--- src/design/cache_cfg_pkg.sv ---
// ====================
// cache geometry, address layout and access types
// ====================

package cache_cfg_pkg;

	// ====================
	// geometry
	// ====================
	localparam int LINE_WORDS     = 4;  // refill beats per line
	localparam int OFFSET_BITS    = 4;  // 16 byte lines
	localparam int DEF_INDEX_BITS = 6;  // 64 lines
	localparam int DEF_TAG_BITS   = 32 - OFFSET_BITS - DEF_INDEX_BITS;

	typedef logic [31:0]                 word_t;
	typedef logic [LINE_WORDS*32-1:0]    line_t;
	typedef logic [LINE_WORDS*4-1:0]     byte_mask_t;  // one enable per byte, active high

	// address fields at the default geometry
	typedef struct packed {
		logic [DEF_TAG_BITS-1:0]   tag;
		logic [DEF_INDEX_BITS-1:0] index;
		logic [1:0]                word;      // word lane in the line
		logic [1:0]                byte_off;  // byte lane in the word
	} addr_fields_t;

	// one address word, seen raw by the memory side or split into fields
	typedef union packed {
		word_t        raw;
		addr_fields_t f;
	} addr_u;

	// access size, same codes as the core's type bus
	typedef enum logic [2:0] {
		ACC_BYTE   = 3'b000,
		ACC_HALF   = 3'b001,
		ACC_WORD   = 3'b010,
		ACC_BYTE_U = 3'b100,
		ACC_HALF_U = 3'b101
	} access_t;

endpackage

--- src/design/mem_bus_pkg.sv ---
// ====================
// core and memory side request bundles
// ====================

package mem_bus_pkg;

	// request as presented by the core
	typedef struct packed {
		logic                   req;
		logic                   write;
		cache_cfg_pkg::addr_u   addr;
		cache_cfg_pkg::word_t   wdata;
		cache_cfg_pkg::access_t kind;
	} core_req_t;

	// memory port, maps onto D_req/D_write/D_addr/D_in/D_type
	typedef struct packed {
		logic                   req;
		logic                   write;
		cache_cfg_pkg::word_t   addr;
		cache_cfg_pkg::word_t   wdata;
		cache_cfg_pkg::access_t kind;
	} mem_req_t;

	// what the controller wants from the memory port
	typedef enum logic [1:0] {
		CMD_NONE   = 2'd0,
		CMD_REFILL = 2'd1,
		CMD_WRITE  = 2'd2
	} mem_cmd_t;

endpackage

--- src/design/mem_port.sv ---
// ====================
// memory side port
// drives the request, counts beats, gathers refill words
// ====================
`timescale 1ns/1ps

module mem_port (
	input  logic                   clk,
	input  logic                   rst,
	input  mem_bus_pkg::mem_cmd_t  cmd,
	input  cache_cfg_pkg::addr_u   addr,
	input  cache_cfg_pkg::word_t   wdata,
	input  cache_cfg_pkg::access_t kind,
	input  cache_cfg_pkg::word_t   D_out,
	input  logic                   D_wait,
	output mem_bus_pkg::mem_req_t  mem,
	output logic                   mem_done,
	output cache_cfg_pkg::line_t   fill_line
);
	import cache_cfg_pkg::*;
	import mem_bus_pkg::*;

	logic [1:0] beat;  // beats done in this transfer
	logic       last;
	logic       xfer;  // a beat moves this cycle

	// request held steady for as long as the command stays up
	always_comb begin
		mem = '0;
		case (cmd)
			CMD_REFILL: begin
				mem.req  = 1'b1;
				mem.addr = {addr.raw[31:OFFSET_BITS], {OFFSET_BITS{1'b0}}};
				mem.kind = ACC_WORD;
			end
			CMD_WRITE: begin
				mem.req   = 1'b1;
				mem.write = 1'b1;
				mem.addr  = addr.raw;  // unchanged for the memory to place
				mem.wdata = wdata;
				mem.kind  = kind;
			end
			default: ;
		endcase
	end

	assign xfer     = mem.req & ~D_wait;
	assign last     = (cmd == CMD_REFILL) ? (beat == 2'(LINE_WORDS - 1)) : 1'b1;
	assign mem_done = xfer & last;

	always_ff @(posedge clk or posedge rst) begin
		if (rst)
			beat <= '0;
		else if (cmd == CMD_NONE)
			beat <= '0;
		else if (xfer)
			beat <= beat + 2'd1;
	end

	// word 0 arrives first and ends up in the low lane
	always_ff @(posedge clk) begin
		if (cmd == CMD_REFILL && xfer)
			fill_line <= {D_out, fill_line[LINE_WORDS*32-1:32]};
	end

endmodule

--- config.mk ---
export PLATFORM = sky130hd
export DESIGN_NAME = mem_port
export DESIGN_NICKNAME = d
export VERILOG_FILES = /design/src/design/cache_cfg_pkg.sv /design/src/design/mem_bus_pkg.sv /design/src/design/mem_port.sv
export SDC_FILE = /design/constraint.sdc
export NUM_CORES = 1
export LEC_CHECK = 0
export BUFFER_PORTS_ARGS = -buffer_cell sky130_fd_sc_hd__buf_2
export CAP_MARGIN = 15
export CORE_ASPECT_RATIO = 0.75
export CORE_MARGIN = 1.5
export CORE_UTILIZATION = 30
export DETAILED_ROUTE_END_ITERATION = 16
export GPL_TIMING_DRIVEN = 0
export PLACE_DENSITY = 0.57
export SLEW_MARGIN = 5
export SYNTH_ARGS = -nofsm -noshare
export SYNTH_HDL_FRONTEND = slang
export SYNTH_SLANG_ARGS = --single-unit
export TNS_END_PERCENT = 50
--- constraint.sdc ---
create_clock -name clk -period 2 [get_ports clk]
set_clock_uncertainty 0.1 [all_clocks]
set_input_delay 0.3 -clock clk [delete_from_list [all_inputs] [get_ports clk]]
set_output_delay 0.3 -clock clk [all_outputs]
set_load 0.005 [all_outputs]
; After elaboration in Yosys (flattened, before gate mapping)
; Index checks and enable logic that the tools add are counted.
[totals]
reg_bits = 130
output_inout_bits = 198
wordCells = 21
in_bits = 104
[op_classes]
n_reduce_logical = 4
n_mux = 8
addsub = 1
bitwise = 3
eq_ne = 3
[op_table]
columns = operator, count
row1 = $pmux W32 S2, 1
row2 = $mux W32, 1
row3 = $pmux W3 S2, 1
row4 = $eq A2 B2 Y1 const B, 2
row5 = $mux W2, 2
row6 = $mux W1, 3
row7 = $add A2 B1 Y2 const B, 1
row8 = $and A1 B1 Y1, 2
row9 = $eq A2 B1 Y1 const B, 1
row10 = $logic_not A2 Y1, 1
row11 = $reduce_bool A2 Y1, 1
row12 = $reduce_or A2 Y1, 1
row13 = $logic_and A1 B1 Y1, 1
row14 = $not A1 Y1, 1

; Depth between registers and ports, before layout
; Gate-level depths: netlist (run 1).
[depth]
depth_word = 6
depth_mapped = 5
mapped_depth_nobuf = 4

; Least setup slack after synthesis (run 1)
; Ideal clock, no wire load.
[synth_path]
path_kind = input port to flip-flop
start = input port cmd[0]
end = register fill_line[0], enable pin
t_required_ns = 1.398
cell_stages = 4
setup_time_ns = 0.502
path_buffers = 0
t_arrival_ns = 3.833
setup_slack_ns = -2.435
cell_sequence = inv_1 > ha_1 > and2b_4 > and2_1
[synth_lines]
columns = item, line_no
row1 = start: declaration, mem_port.sv:10  ; input mem_bus_pkg::mem_cmd_t cmd,
row2 = end signal: assignment, mem_port.sv:63  ; fill_line <= {D_out, fill_line[LINE_WORDS*32-1:32]};
row3 = end: declaration, mem_port.sv:18  ; output cache_cfg_pkg::line_t fill_line

; Worst setup path after layout (run 1)
[layout_path]
start = input port cmd[0]
end = register fill_line[91], enable pin
[layout_via]
elab_chain_len = 5
word_cells_on_any_way = 6
cone_classes = eq/ne (2) / mux (1) / bitwise (1) / reduce/logical (2)
[layout_lines]
columns = item, line_no
row1 = $eq A2 B1 Y1 / $eq A2 B2 Y1 (equally long branches), "mem_port.sv:30, mem_port.sv:62"
row2 = $reduce_or A2 Y1 (no line), --
row3 = $mux W1, mem_port.sv:30  ; case (cmd)
row4 = $and A1 B1 Y1, mem_port.sv:47  ; assign xfer = mem.req & ~D_wait;
row5 = $logic_and A1 B1 Y1 (*), mem_port.sv:62  ; if (cmd == CMD_REFILL && xfer)
; Every way passes the cells marked *; elsewhere a longest branch is shown, timed or not.
; A chain may end at the register's enable or synchronous reset.

==> results of run 1 <==
Yosys cell counts, drive strengths merged:
cell type,instances,share of area (%)
edfxtp,128,84
and2,67,10
ha,6,1.6
inv,4,0.33
buf,3,0.60
clkbuf,3,0.27
dfrtp,2,1.1
nor2b,2,0.27
a21boi,1,0.16
a21oi,1,0.11
and2b,1,0.22
mux2,1,0.33
nand2b,1,0.14
nand4bb,1,0.25
nor2,1,0.082
o21a,1,0.33
o21ai,1,0.11
through the flow:
| stage | instance area (um^2) | hold WS, ns | worst slack [ns] |
|---|---|---|---|
| finish | 7280 | 0.0980 | 0.140 |
| global route | 7280 | 0.0865 | 0.0259 |
| CTS | 7280 | 0.0707 | 0.127 |
| detailed placement | 6400 | 0.0549 | -0.588 |
| global placement | 6380 | 0.0545 | -0.788 |
| floorplan | 4620 | -0.0588 | -0.218 |
state kept, by name, indices dropped and copies added (netlist names):
register,count
beat,2
fill_line,128
worst paths after layout:
path	cells after the start	from	slack (ns)	to
worst max-delay path	6	cmd[0]	0.14	fill_line[91]
worst min-delay path	3	D_wait	0.1	beat[1]
worst max register to register	3	beat[0]	0.91	beat[1]
worst min register to register	0	fill_line[104]	0.34	fill_line[72]
max in group asynchronous	3	rst	1.51	beat[0]
min in group asynchronous	3	rst	0.19	beat[1]
worst max-delay path: stages:
cell,delay (ns)
buf_2,0.19
inv_12,0.04
ha_4,0.29
and2b_4,0.19
and2_4,0.41
buf_16,0.36
placed cells by master (no fill, tap or decap):
cell / count
buf_2: 302
edfxtp_1: 128
and2_1: 46
dlygate4sd3_1: 33
and2_4: 21
clkbuf_16: 17
ha_1: 5
clkinv_1: 4
inv_6: 4
clkbuf_1: 3
nor2b_1: 2
buf_6: 2
inv_1: 2
dfrtp_1: 2
clkinv_4: 2
and2b_4: 1
nand2b_1: 1
nand4bb_1: 1
o21ai_0: 1
nor2_1: 1
mux2_4: 1
inv_8: 1
o21a_4: 1
clkbuf_2: 1
a21oi_1: 1
a21boi_0: 1
inv_12: 1
ha_4: 1
bufinv_16: 1
clkinv_2: 1
clkinvlp_4: 1
and2_2: 1
buf_16: 1
repair_timing:
item	CTS	global route
hold buffers	33	0
endpoints found under the hold margin	34	0
endpoints found under the setup margin	72	0
power breakdown:
part           leakage (nW)  switching [mW]  internal, mW
clock                 0.261            1.12          1.70
sequential             1.19          0.0225          3.03
combinational          1.77           0.188         0.267
total                  3.22            1.33          5.00
per-layer routing:
| metal | GRT usage, % | part of all wire [%] | wire length [um] |
|---|---|---|---|
| met5 | 0 | 0 | 0 |
| met4 | 5.47 | 0.85 | 103 |
| met3 | 5.68 | 7.4 | 897 |
| met2 | 23.2 | 50 | 6030 |
| met1 | 17.7 | 42 | 5040 |
cells by family after synthesis:
logic type      synth area share (%)
compound gates                 0.709
flops                           84.9
simple gates                    11.2
buf+inv                         1.20
mux                            0.327
fa+ha+maj                       1.64
area by class of cell:
type	count	area share [%]
Sequential cell	130	53.5
Timing Repair Buffer	335	25.6
Multi-Input combinational cell	85	9.04
Clock buffer	18	5.89
Tap cell	200	3.44
Clock inverter	13	1.51
Buffer	6	0.550
Inverter	4	0.481
==> results.txt, run 1 <==
----------------------------------------------------
[Power]
  Static leakage power ... approximately 3.2 nW
  IR Drop Worst-Case VDD ... around 0.00046 V
  Ratio of total power to cell area ... 869 nW/um^2
  Post-layout total power ... approximately 6.3 mW

[Timing]
  Time the worst path needs with I/O delays and setup ... between 1.5 and 2 ns
  Final Cycle Share ... a little over 90%
  Tightest Pin Transition ... about 0.68 ns
  Fmax ... roughly 540 MHz
  Relative slew slack ... between 50% and 60%
  RSZ-0062 raised after global routing ... false
  Setup TNS after final layout ... 0 ns
  Number of failing hold endpoints at the final stage ... 0
  Pins Over Slew Limit ... 0
  Total of endpoints with negative setup slack in the final report ... 0

[Status]
  Run status ... complete, no violations

[Critical path]
  Worst path arrival time ... roughly 1.8 ns
  Crit path max fanout ... between 70 and 80
  Type of destination of the critical path ... flip-flop
  Element type at the critical path start ... primary input
  Required time at the worst-slack endpoint ... around 2.0 ns
  Start-to-end type of the worst setup path ... primary input to flip-flop

[Global routing]
  Antenna violations before repair ... 0
  Total overflow reported by the global router ... 0
  Maximum number of pins on one net before global-route repair ... 73
  Via count of the first global-routing pass ... about 3.2k
  First-pass GRT wire length ... ~17 mm
  Total track usage ... 14.4%

[CTS]
  Reg clk slew, reported paths ... approximately 0.06 ns
  # clock sinks ... 130
  Clock tree from TritonCTS ... yes
  Level count of the clock H-tree ... 4
  Buffers inserted during post-CTS setup optimization ... 0
  Post-cts resize count ... 0
  Largest buffer count on any clock path ... 2
  Clock tree root driver cell ... clkbuf_16
  Cts bufs inserted ... 17
  Latest clock arrival within the worst-skew pair ... 0.41 ns

[Layout]
  Share of layout cells above drive strength 1 ... between 60% and 70%
  Fill cell count ... ~1.3k
  Count of non-filler cells in the finished layout ... ~790
  Final net count ... a little under 700
  Multi-input gate area ... between 600 and 700 um^2
  Final core occ ... between 40% and 50%
  Antenna diode count ... 0
  Area growth from synthesis to final layout ... 58.8%
  Flip-flop and latch area ... around 4000 um^2

[Synth]
  YS warnings ... 0
  Number of synthesized register bits ... 130
  Post-synthesis net count ... between 300 and 400
  Sequential-to-total area share from yosys stat ... a little over four fifths
  Post-synthesis average cell area ... around 20 um^2
  Cell area after technology mapping ... around 4600 um^2
  Synth unique cells ... 20
  Post-synthesis instance total ... between 200 and 250

[Placed design]
  Placer's final routability congestion estimate ... 0.766
  Sum of net half-perimeters after detailed placement ... ~8.9 mm
  Number of instances in the placed design ... slightly above 700
  Quantity of I/O buffers inserted on ports ... about 300

[Drt]
  Routed wire length ... roughly 12 mm
  Detailed-route DRC error count ... 0
  Post-DR wirelength/cell ... about 15 um
  ANT nets after route ... 0
  TritonRoute pass-1 iters ... 4
  Vias per cell ... just over 4
  Total via count after detailed routing ... ~3.2k
  Iteration-0 DRC Markers ... roughly 160

[Die]
  Effective utilization at floorplan ... a little under a third
  Die Width ... 146 um
  Full die area ... 16000 um^2
  Number of top-level design ports ... 302
  Std cell rows ... 38
  CORE AREA ... ~15000 um^2
  Chip Height ... roughly 110 um

[Flow run]
  Total of max-cap violations ... 0

[Hold path]
  Hold Path Class ... primary input to flip-flop

----------------------------------------------------
No activity file was read; power rests on OpenSTA's default activity.
==> run 2: changes to the inputs <==
Settings changed: CELL_PAD_IN_SITES_DETAIL_PLACEMENT set to 1, CELL_PAD_IN_SITES_GLOBAL_PLACEMENT set to 1, PLACE_DENSITY 0.57 to 0.71.
==> run 2 against run 1 <==
Combinational power up 1%. Highest routed layer unchanged. Critical endpoint is now fill_line[11]. Critical path depth unchanged. Maximum frequency down 0.22%. Design area up 0.29%.
==> results.txt, run 2 (synthesis gave the netlist of run 1 again) <==
----------------------------------------------------
[Placed design]
  Placer's final routability congestion estimate ... 0.755 (was 0.766)
  Sum of net half-perimeters after detailed placement ... 9.78 mm (was 8.90 mm)
  Number of instances in the placed design ... 727 (was 726)
  Quantity of I/O buffers inserted on ports ... 301 (unchanged)

[Global routing]
  First-pass GRT wire length ... 18.7 mm (was 17.2 mm)
  Via count of the first global-routing pass ... 3367 (was 3226)
  GR Util met2 ... 29.0% (was 23.2%)
  Most heavily used metal layer in global routing ... met2 (unchanged)
  Maximum number of pins on one net before global-route repair ... 54 (was 73)
  Antenna violations before repair ... 0 (unchanged)
  Met1 GRT Util ... 17.0% (was 17.7%)
  Total track usage ... 15.8% (was 14.4%)
  Global routing met3 resource utilization ... 5.27% (was 5.68%)
  Total overflow reported by the global router ... 0 (unchanged)

[Power]
  IR Drop Worst-Case VDD ... 0.000445 V (was 0.000464 V)
  Static leakage power ... 3.22 nW (about the same)
  Ratio of total power to cell area ... 881 nW/um^2 (was 869 nW/um^2)

[Layout]
  Largest register by flop count ... fill_line (unchanged)
  Area growth from synthesis to final layout ... 59.3% (was 58.8%)
  Multi-input gate area ... 658 um^2 (unchanged)
  Flip-flop and latch area ... 3890 um^2 (unchanged)
  Commonest cells after routing, fill and taps aside ... 302 x buf_2, 128 x edfxtp_1, 46 x and2_1 (unchanged)
  Count of non-filler cells in the finished layout ... 792 (was 791)
  Number of flip-flops under the largest register name ... 128 (unchanged)
  Commonest non-fill, non-tap cell in the layout ... buf_2 (unchanged)
  Final core occ ... 49.7% (was 49.6%)
  Antenna diode count ... 0 (unchanged)
  Fill cell count ... 1578 (was 1279)
  Final net count ... 689 (unchanged)
  Share of layout cells above drive strength 1 ... 61.5% (was 60.9%)
  Biggest regs ... fill_line (128), beat (2) (unchanged)

[Critical path]
  Crit Reg-Reg Endpoint ... beat[1] (unchanged)
  Peak per-stage delay on the critical path ... 0.40 ns (was 0.41 ns)
  Crit path max fanout ... 103 (was 72)
  Type of destination of the critical path ... flip-flop (unchanged)
  Worst path arrival time ... 1.81 ns (was 1.84 ns)
  Cells along the critical path ... buf_2 > inv_12 > ha_4 > and2b_4 > and2_4 > buf_16 (unchanged)
  Launching point of the worst reg2reg path ... beat[0] (unchanged)
  Category of cells accounting for the largest share of critical-path delay ... buffers and inverters (was simple AND/OR/NAND/NOR gates)
  Element type at the critical path start ... primary input (unchanged)
  Worst R2R Path Depth ... 3 (unchanged)
  Start-to-end type of the worst setup path ... primary input to flip-flop (unchanged)
  Critical path buffer and inverter count ... 3 (unchanged)
  Required time at the worst-slack endpoint ... 1.95 ns (was 1.98 ns)
  R2R setup slack ... 0.89 ns (was 0.91 ns)
  Critical path's slowest cell ... buf_16 (was and2_4)

[Drt]
  Total via count after detailed routing ... 3256 (was 3245)
  TritonRoute pass-1 iters ... 4 (unchanged)
  Detailed-route DRC error count ... 0 (unchanged)
  Routed wire length ... 13.0 mm (was 12.1 mm)
  ANT nets after route ... 0 (unchanged)
  Post-DR wirelength/cell ... 16.4 um (was 15.3 um)
  Vias per cell ... 4.11 (was 4.10)
  Iteration-0 DRC Markers ... 119 (was 158)

[Die]
  Full die area ... 16000 um^2 (unchanged)
  Effective utilization at floorplan ... 31.2% (unchanged)
  Std cell rows ... 38 (unchanged)
  Die Width ... 146 um (unchanged)
  CORE AREA ... 14700 um^2 (unchanged)
  Number of top-level design ports ... 302 (unchanged)
  Chip Height ... 110 um (unchanged)

[Timing]
  RSZ-0062 raised after global routing ... false (unchanged)
  Tightest Pin Transition ... 0.527 ns (was 0.679 ns)
  Worst hold slack across all endpoints ... 0.125 ns (was 0.0980 ns)
  Number of failing hold endpoints at the final stage ... 0 (unchanged)
  Final Cycle Share ... 93.2% (was 93.0%)
  Relative slew slack ... 64.9% (was 54.7%)
  Pins Over Slew Limit ... 0 (unchanged)
  Total of endpoints with negative setup slack in the final report ... 0 (unchanged)
  Fmax ... 536 MHz (was 538 MHz)
  Time the worst path needs with I/O delays and setup ... 1.86 ns (about the same)

[Hold path]
  Hold Path Class ... primary input to flip-flop (unchanged)
  Min-Delay Startpoint ... D_wait (unchanged)
  Worst Hold Endpoint ... beat[1] (unchanged)
  Worst hold path cell count ... 3 (unchanged)

[Flow run]
  Total of max-cap violations ... 0 (unchanged)

[CTS]
  Latest clock arrival within the worst-skew pair ... 0.41 ns (about the same)
  Clock tree root driver cell ... clkbuf_16 (unchanged)
  Largest buffer count on any clock path ... 2 (unchanged)
  Clock tree from TritonCTS ... yes (unchanged)
  Level count of the clock H-tree ... 4 (unchanged)
  Buffers inserted during post-CTS setup optimization ... 0 (unchanged)
  # clock sinks ... 130 (unchanged)
  Cts bufs inserted ... 17 (unchanged)
  Reg clk slew, reported paths ... 0.06 ns (about the same)

[Status]
  Run status ... complete, no violations (unchanged)

----------------------------------------------------
run 2: cell types whose count changed in the layout (fill, tap and decap cells not counted):
cell	change
inv_6	-1
clkbuf_1	+1
clkinv_1	-4
clkinvlp_4	+4
inv_8	+1
run 2: report_power, final:
| part | internal (mW) | leakage, nW | switching, mW | total [mW] |
|---|---|---|---|---|
| combinational | 0.266 | 1.77 | 0.192 | 0.459 |
| clock | 1.73 | 0.259 | 1.19 | 2.92 |
| sequential | 3.03 | 1.19 | 0.0241 | 3.06 |
| total | 5.03 | 3.22 | 1.41 | 6.43 |
run 2: final cells by class:
cell class / count / area share (%)
multi-input combinational: 85 / 9.01
clock inverter: 13 / 1.75
inverter: 4 / 0.480
tap: 200 / 3.43
timing repair buffer: 335 / 25.5
buffer: 6 / 0.548
sequential: 130 / 53.3
clock buffer: 19 / 5.93
run 2: worst min-delay path, delay by kind of cell:
kind	cells	cell delay (ns)
buffers and inverters	1	0.09
AOI/OAI and AO/OA	1	0.08
and+or+nand+nor	1	0.12
run 2: through the flow:
stage | setup TNS (ns) | total power, mW | worst slack, ns | instance area (um^2)
2_1_floorplan | -27.85 | 3.28 | -0.218 | 4620
3_3_place_gp | -99.46 | 3.50 | -0.784 | 6380
3_5_place_dp | -34.83 | 3.53 | -0.490 | 6430
4_1_cts | 0 | 6.54 | 0.0589 | 7330
5_1_grt | 0 | 6.67 | 0.0696 | 7300
6_report | 0 | 6.43 | 0.136 | 7300
run 2: worst max-delay path by stage:
| stage | startpoint | to | depth (start not counted) |
|---|---|---|---|
| CTS | cmd[0] | fill_line[6] | 7 |
| detailed placement | cmd[0] | fill_line[68] | 7 |
| global placement | cmd[0] | fill_line[23] | 5 |
| finish | cmd[0] | fill_line[11] | 6 |
| global route | cmd[0] | fill_line[61] | 6 |
| floorplan | cmd[0] | fill_line[0] | 4 |
run 2: what timing repair did:
item                       CTS  global route
cloned                       1             0
hold endpoints to repair    34             0
setup endpoints to repair   53            21
gates resized for setup      0             0
pin swaps                    1             0
hold buffers                33             0
run 2: metal layers:
metal	routed length (um)	share of wire, %	vias up
li1	-	-	1529
met1	4840	37	1551
met2	7090	55	162
met3	886	6.8	14
met4	178	1.4	0
met5	0	0	-
==> run 3: changes to the inputs <==
Settings changed: CELL_PAD_IN_SITES_DETAIL_PLACEMENT 1 to 2, CELL_PAD_IN_SITES_GLOBAL_PLACEMENT 1 to 2, CORE_UTILIZATION 30 to 28, PLACE_DENSITY 0.71 to 0.79.
==> run 3 against run 2 <==
Combinational power rose by 2%. Total power rose by 1.6%. First-iteration DRC count did not move. Sequential power barely moved. Hold slack got worse by 0.0077 ns. Global-route usage rose by 2.9 points. Critical endpoint is now mem[57]. Largest cell class unchanged.
==> results.txt, run 3 (synthesis gave the netlist of run 1 again) <==
----------------------------------------------------
[Layout]
  Largest register by flop count ... fill_line (unchanged)
  Antenna diode count ... 0 (unchanged)
  Final net count ... 690 (was 689)
  Commonest non-fill, non-tap cell in the layout ... buf_2 (unchanged)
  Commonest cells after routing, fill and taps aside ... 302 x buf_2, 128 x edfxtp_1, 46 x and2_1 (unchanged)
  Biggest regs ... fill_line (128), beat (2) (unchanged)
  Final core occ ... 45.8% (was 49.7%)
  Number of flip-flops under the largest register name ... 128 (unchanged)
  Fill cell count ... 1624 (was 1578)
  Area growth from synthesis to final layout ... 60.0% (was 59.3%)
  Post-route standard cell area excluding fillers ... 7330 um^2 (was 7300 um^2)
  Share of layout cells above drive strength 1 ... 61.9% (was 61.5%)

[Global routing]
  Total track usage ... 18.7% (was 15.8%)
  Total overflow reported by the global router ... 0 (unchanged)
  Antenna violations before repair ... 0 (unchanged)
  Via count of the first global-routing pass ... 3629 (was 3367)
  First-pass GRT wire length ... 22.8 mm (was 18.7 mm)
  Maximum number of pins on one net before global-route repair ... 73 (was 54)

[Timing]
  Fmax ... 550 MHz (was 536 MHz)
  Pins Over Slew Limit ... 0 (unchanged)
  Tightest Pin Transition ... 0.750 ns (was 0.527 ns)
  Total of endpoints with negative setup slack in the final report ... 0 (unchanged)
  Relative slew slack ... 50.0% (was 64.9%)
  Final Cycle Share ... 90.8% (was 93.2%)
  Number of failing hold endpoints at the final stage ... 0 (unchanged)
  Time the worst path needs with I/O delays and setup ... 1.82 ns (was 1.86 ns)
  Setup TNS after final layout ... 0 ns (unchanged)
  RSZ-0062 raised after global routing ... false (unchanged)
  Worst hold slack across all endpoints ... 0.118 ns (was 0.125 ns)

[Die]
  Effective utilization at floorplan ... 28.6% (was 31.2%)
  Number of top-level design ports ... 302 (unchanged)
  Full die area ... 17200 um^2 (was 16000 um^2)
  Chip Height ... 114 um (was 110 um)
  Std cell rows ... 40 (was 38)
  CORE AREA ... 16000 um^2 (was 14700 um^2)
  Die Width ... 151 um (was 146 um)

[Drt]
  Detailed-route DRC error count ... 0 (unchanged)
  Total via count after detailed routing ... 3341 (was 3256)
  Iteration-0 DRC Markers ... 119 (unchanged)
  Vias per cell ... 4.16 (was 4.11)
  TritonRoute pass-1 iters ... 4 (unchanged)
  Post-DR wirelength/cell ... 19.9 um (was 16.4 um)
  Routed wire length ... 16.0 mm (was 13.0 mm)
  ANT nets after route ... 0 (unchanged)

[Critical path]
  Worst path arrival time ... 1.42 ns (was 1.81 ns)
  Launching point of the worst reg2reg path ... beat[0] (unchanged)
  Crit path max fanout ... 10 (was 103)
  Element type at the critical path start ... primary input (unchanged)
  Required time at the worst-slack endpoint ... 1.60 ns (was 1.95 ns)
  Startpoint of the worst setup timing path ... cmd[0] (unchanged)
  Start-to-end type of the worst setup path ... primary input to primary output (was primary input to flip-flop)
  Type of destination of the critical path ... primary output (was flip-flop)

[Placed design]
  Sum of net half-perimeters after detailed placement ... 11.6 mm (was 9.78 mm)
  Area post-placement ... 6420 um^2 (was 6430 um^2)
  Placer's final routability congestion estimate ... 0.774 (was 0.755)
  Quantity of I/O buffers inserted on ports ... 301 (unchanged)

[Power]
  Sw Ratio ... 22.9% (was 21.9%)
  Power share of the combinational group ... 7.2% (was 7.1%)
  Ratio of total power to cell area ... 891 nW/um^2 (was 881 nW/um^2)
  Clk network pwr share ... 46.1% (was 45.4%)
  Net switching power ... 1.49 mW (was 1.41 mW)
  Static leakage power ... 3.23 nW (was 3.22 nW)
  Internal ... 5.04 mW (was 5.03 mW)
  IR Drop Worst-Case VDD ... 0.000581 V (was 0.000445 V)
  Sequential share of power ... 46.8% (was 47.5%)

[Hold path]
  Hold Path Class ... primary input to flip-flop (unchanged)
  Min-Delay Startpoint ... D_wait (unchanged)

[CTS]
  Cts bufs inserted ... 17 (unchanged)
  Level count of the clock H-tree ... 4 (unchanged)
  # clock sinks ... 130 (unchanged)
  Reg clk slew, reported paths ... 0.06 ns (about the same)
  Clock tree root driver cell ... clkbuf_16 (unchanged)
  Clock tree from TritonCTS ... yes (unchanged)
  Largest buffer count on any clock path ... 2 (unchanged)
  Latest clock arrival within the worst-skew pair ... 0.41 ns (about the same)

[Status]
  Run status ... complete, no violations (unchanged)

[Flow run]
  Total of max-cap violations ... 0 (unchanged)

----------------------------------------------------
## run 3: changes by cell type in the layout (fill, tap and decap cells not counted), sizes merged
cell,before,now
inv,8,11
clkbuf,22,20
and2,68,69
clkinv,3,2
## run 3: cell type report
class,count,area (um^2),area share [%]
flip-flops and latches,130,3890,53.1
multi-input cells,86,666,9.08
clock inverters,15,148,2.01
clock buffers,17,425,5.80
plain buffers,6,40.0,0.546
inverters,4,35.0,0.478
well taps,210,263,3.58
repair buffers,335,1860,25.4
## run 3: power by group through the flow
| stage | logic, mW | registers (mW) | clock network, mW |
|---|---|---|---|
| detailed placement | 0.416 | 3.12 | 0 |
| global placement | 0.390 | 3.11 | 0 |
| floorplan | 0.165 | 3.11 | 0 |
| finish | 0.469 | 3.06 | 3.01 |
| global route | 0.517 | 3.06 | 3.20 |
| CTS | 0.477 | 3.06 | 3.08 |
## run 3: worst paths after layout
path                                       to  slack, ns  cells after the start
worst max-delay path                  mem[57]       0.18                      7
worst min-delay path                  beat[1]       0.12                      3
worst max register to register        beat[1]       0.89                      3
worst min register to register  fill_line[91]       0.34                      0
max in group asynchronous             beat[1]       1.51                      3
min in group asynchronous             beat[0]       0.18                      3
## run 3: through the flow
step / total power, mW / instances / setup slack (ns)
CTS: 6.62 / 802 / 0.0877
floorplan: 3.28 / 224 / -0.218
finish: 6.54 / 803 / 0.183
detailed placement: 3.53 / 736 / -0.584
global placement: 3.50 / 735 / -0.776
global route: 6.77 / 803 / 0.0627
## run 3: worst max-delay path, cell delays in order
cell and delay [ns]:
buf_2 0.19, inv_12 0.04, ha_1 0.22, o21a_4 0.25, buf_6 0.14, and2_4 0.15, buf_2 0.12
## run 3: per-layer routing
| layer | GRT usage, % | share of wire (%) | vias to the layer above |
|---|---|---|---|
| met3 | 5.80 | 7.4 | 9 |
| met2 | 35.2 | 56 | 157 |
| met5 | 0 | 0 | - |
| met1 | 19.6 | 36 | 1638 |
| li1 | - | - | 1537 |
| met4 | 6.15 | 0.81 | 0 |
## run 3: what timing repair did
action | in CTS | in global routing
cloned | 1 | 1
pin swaps | 1 | 0
resized for setup | 0 | 0
hold endpoints to repair | 34 | 0
buffers inserted | 0 | 0
setup endpoints to repair | 72 | 26
hold buffers | 33 | 0
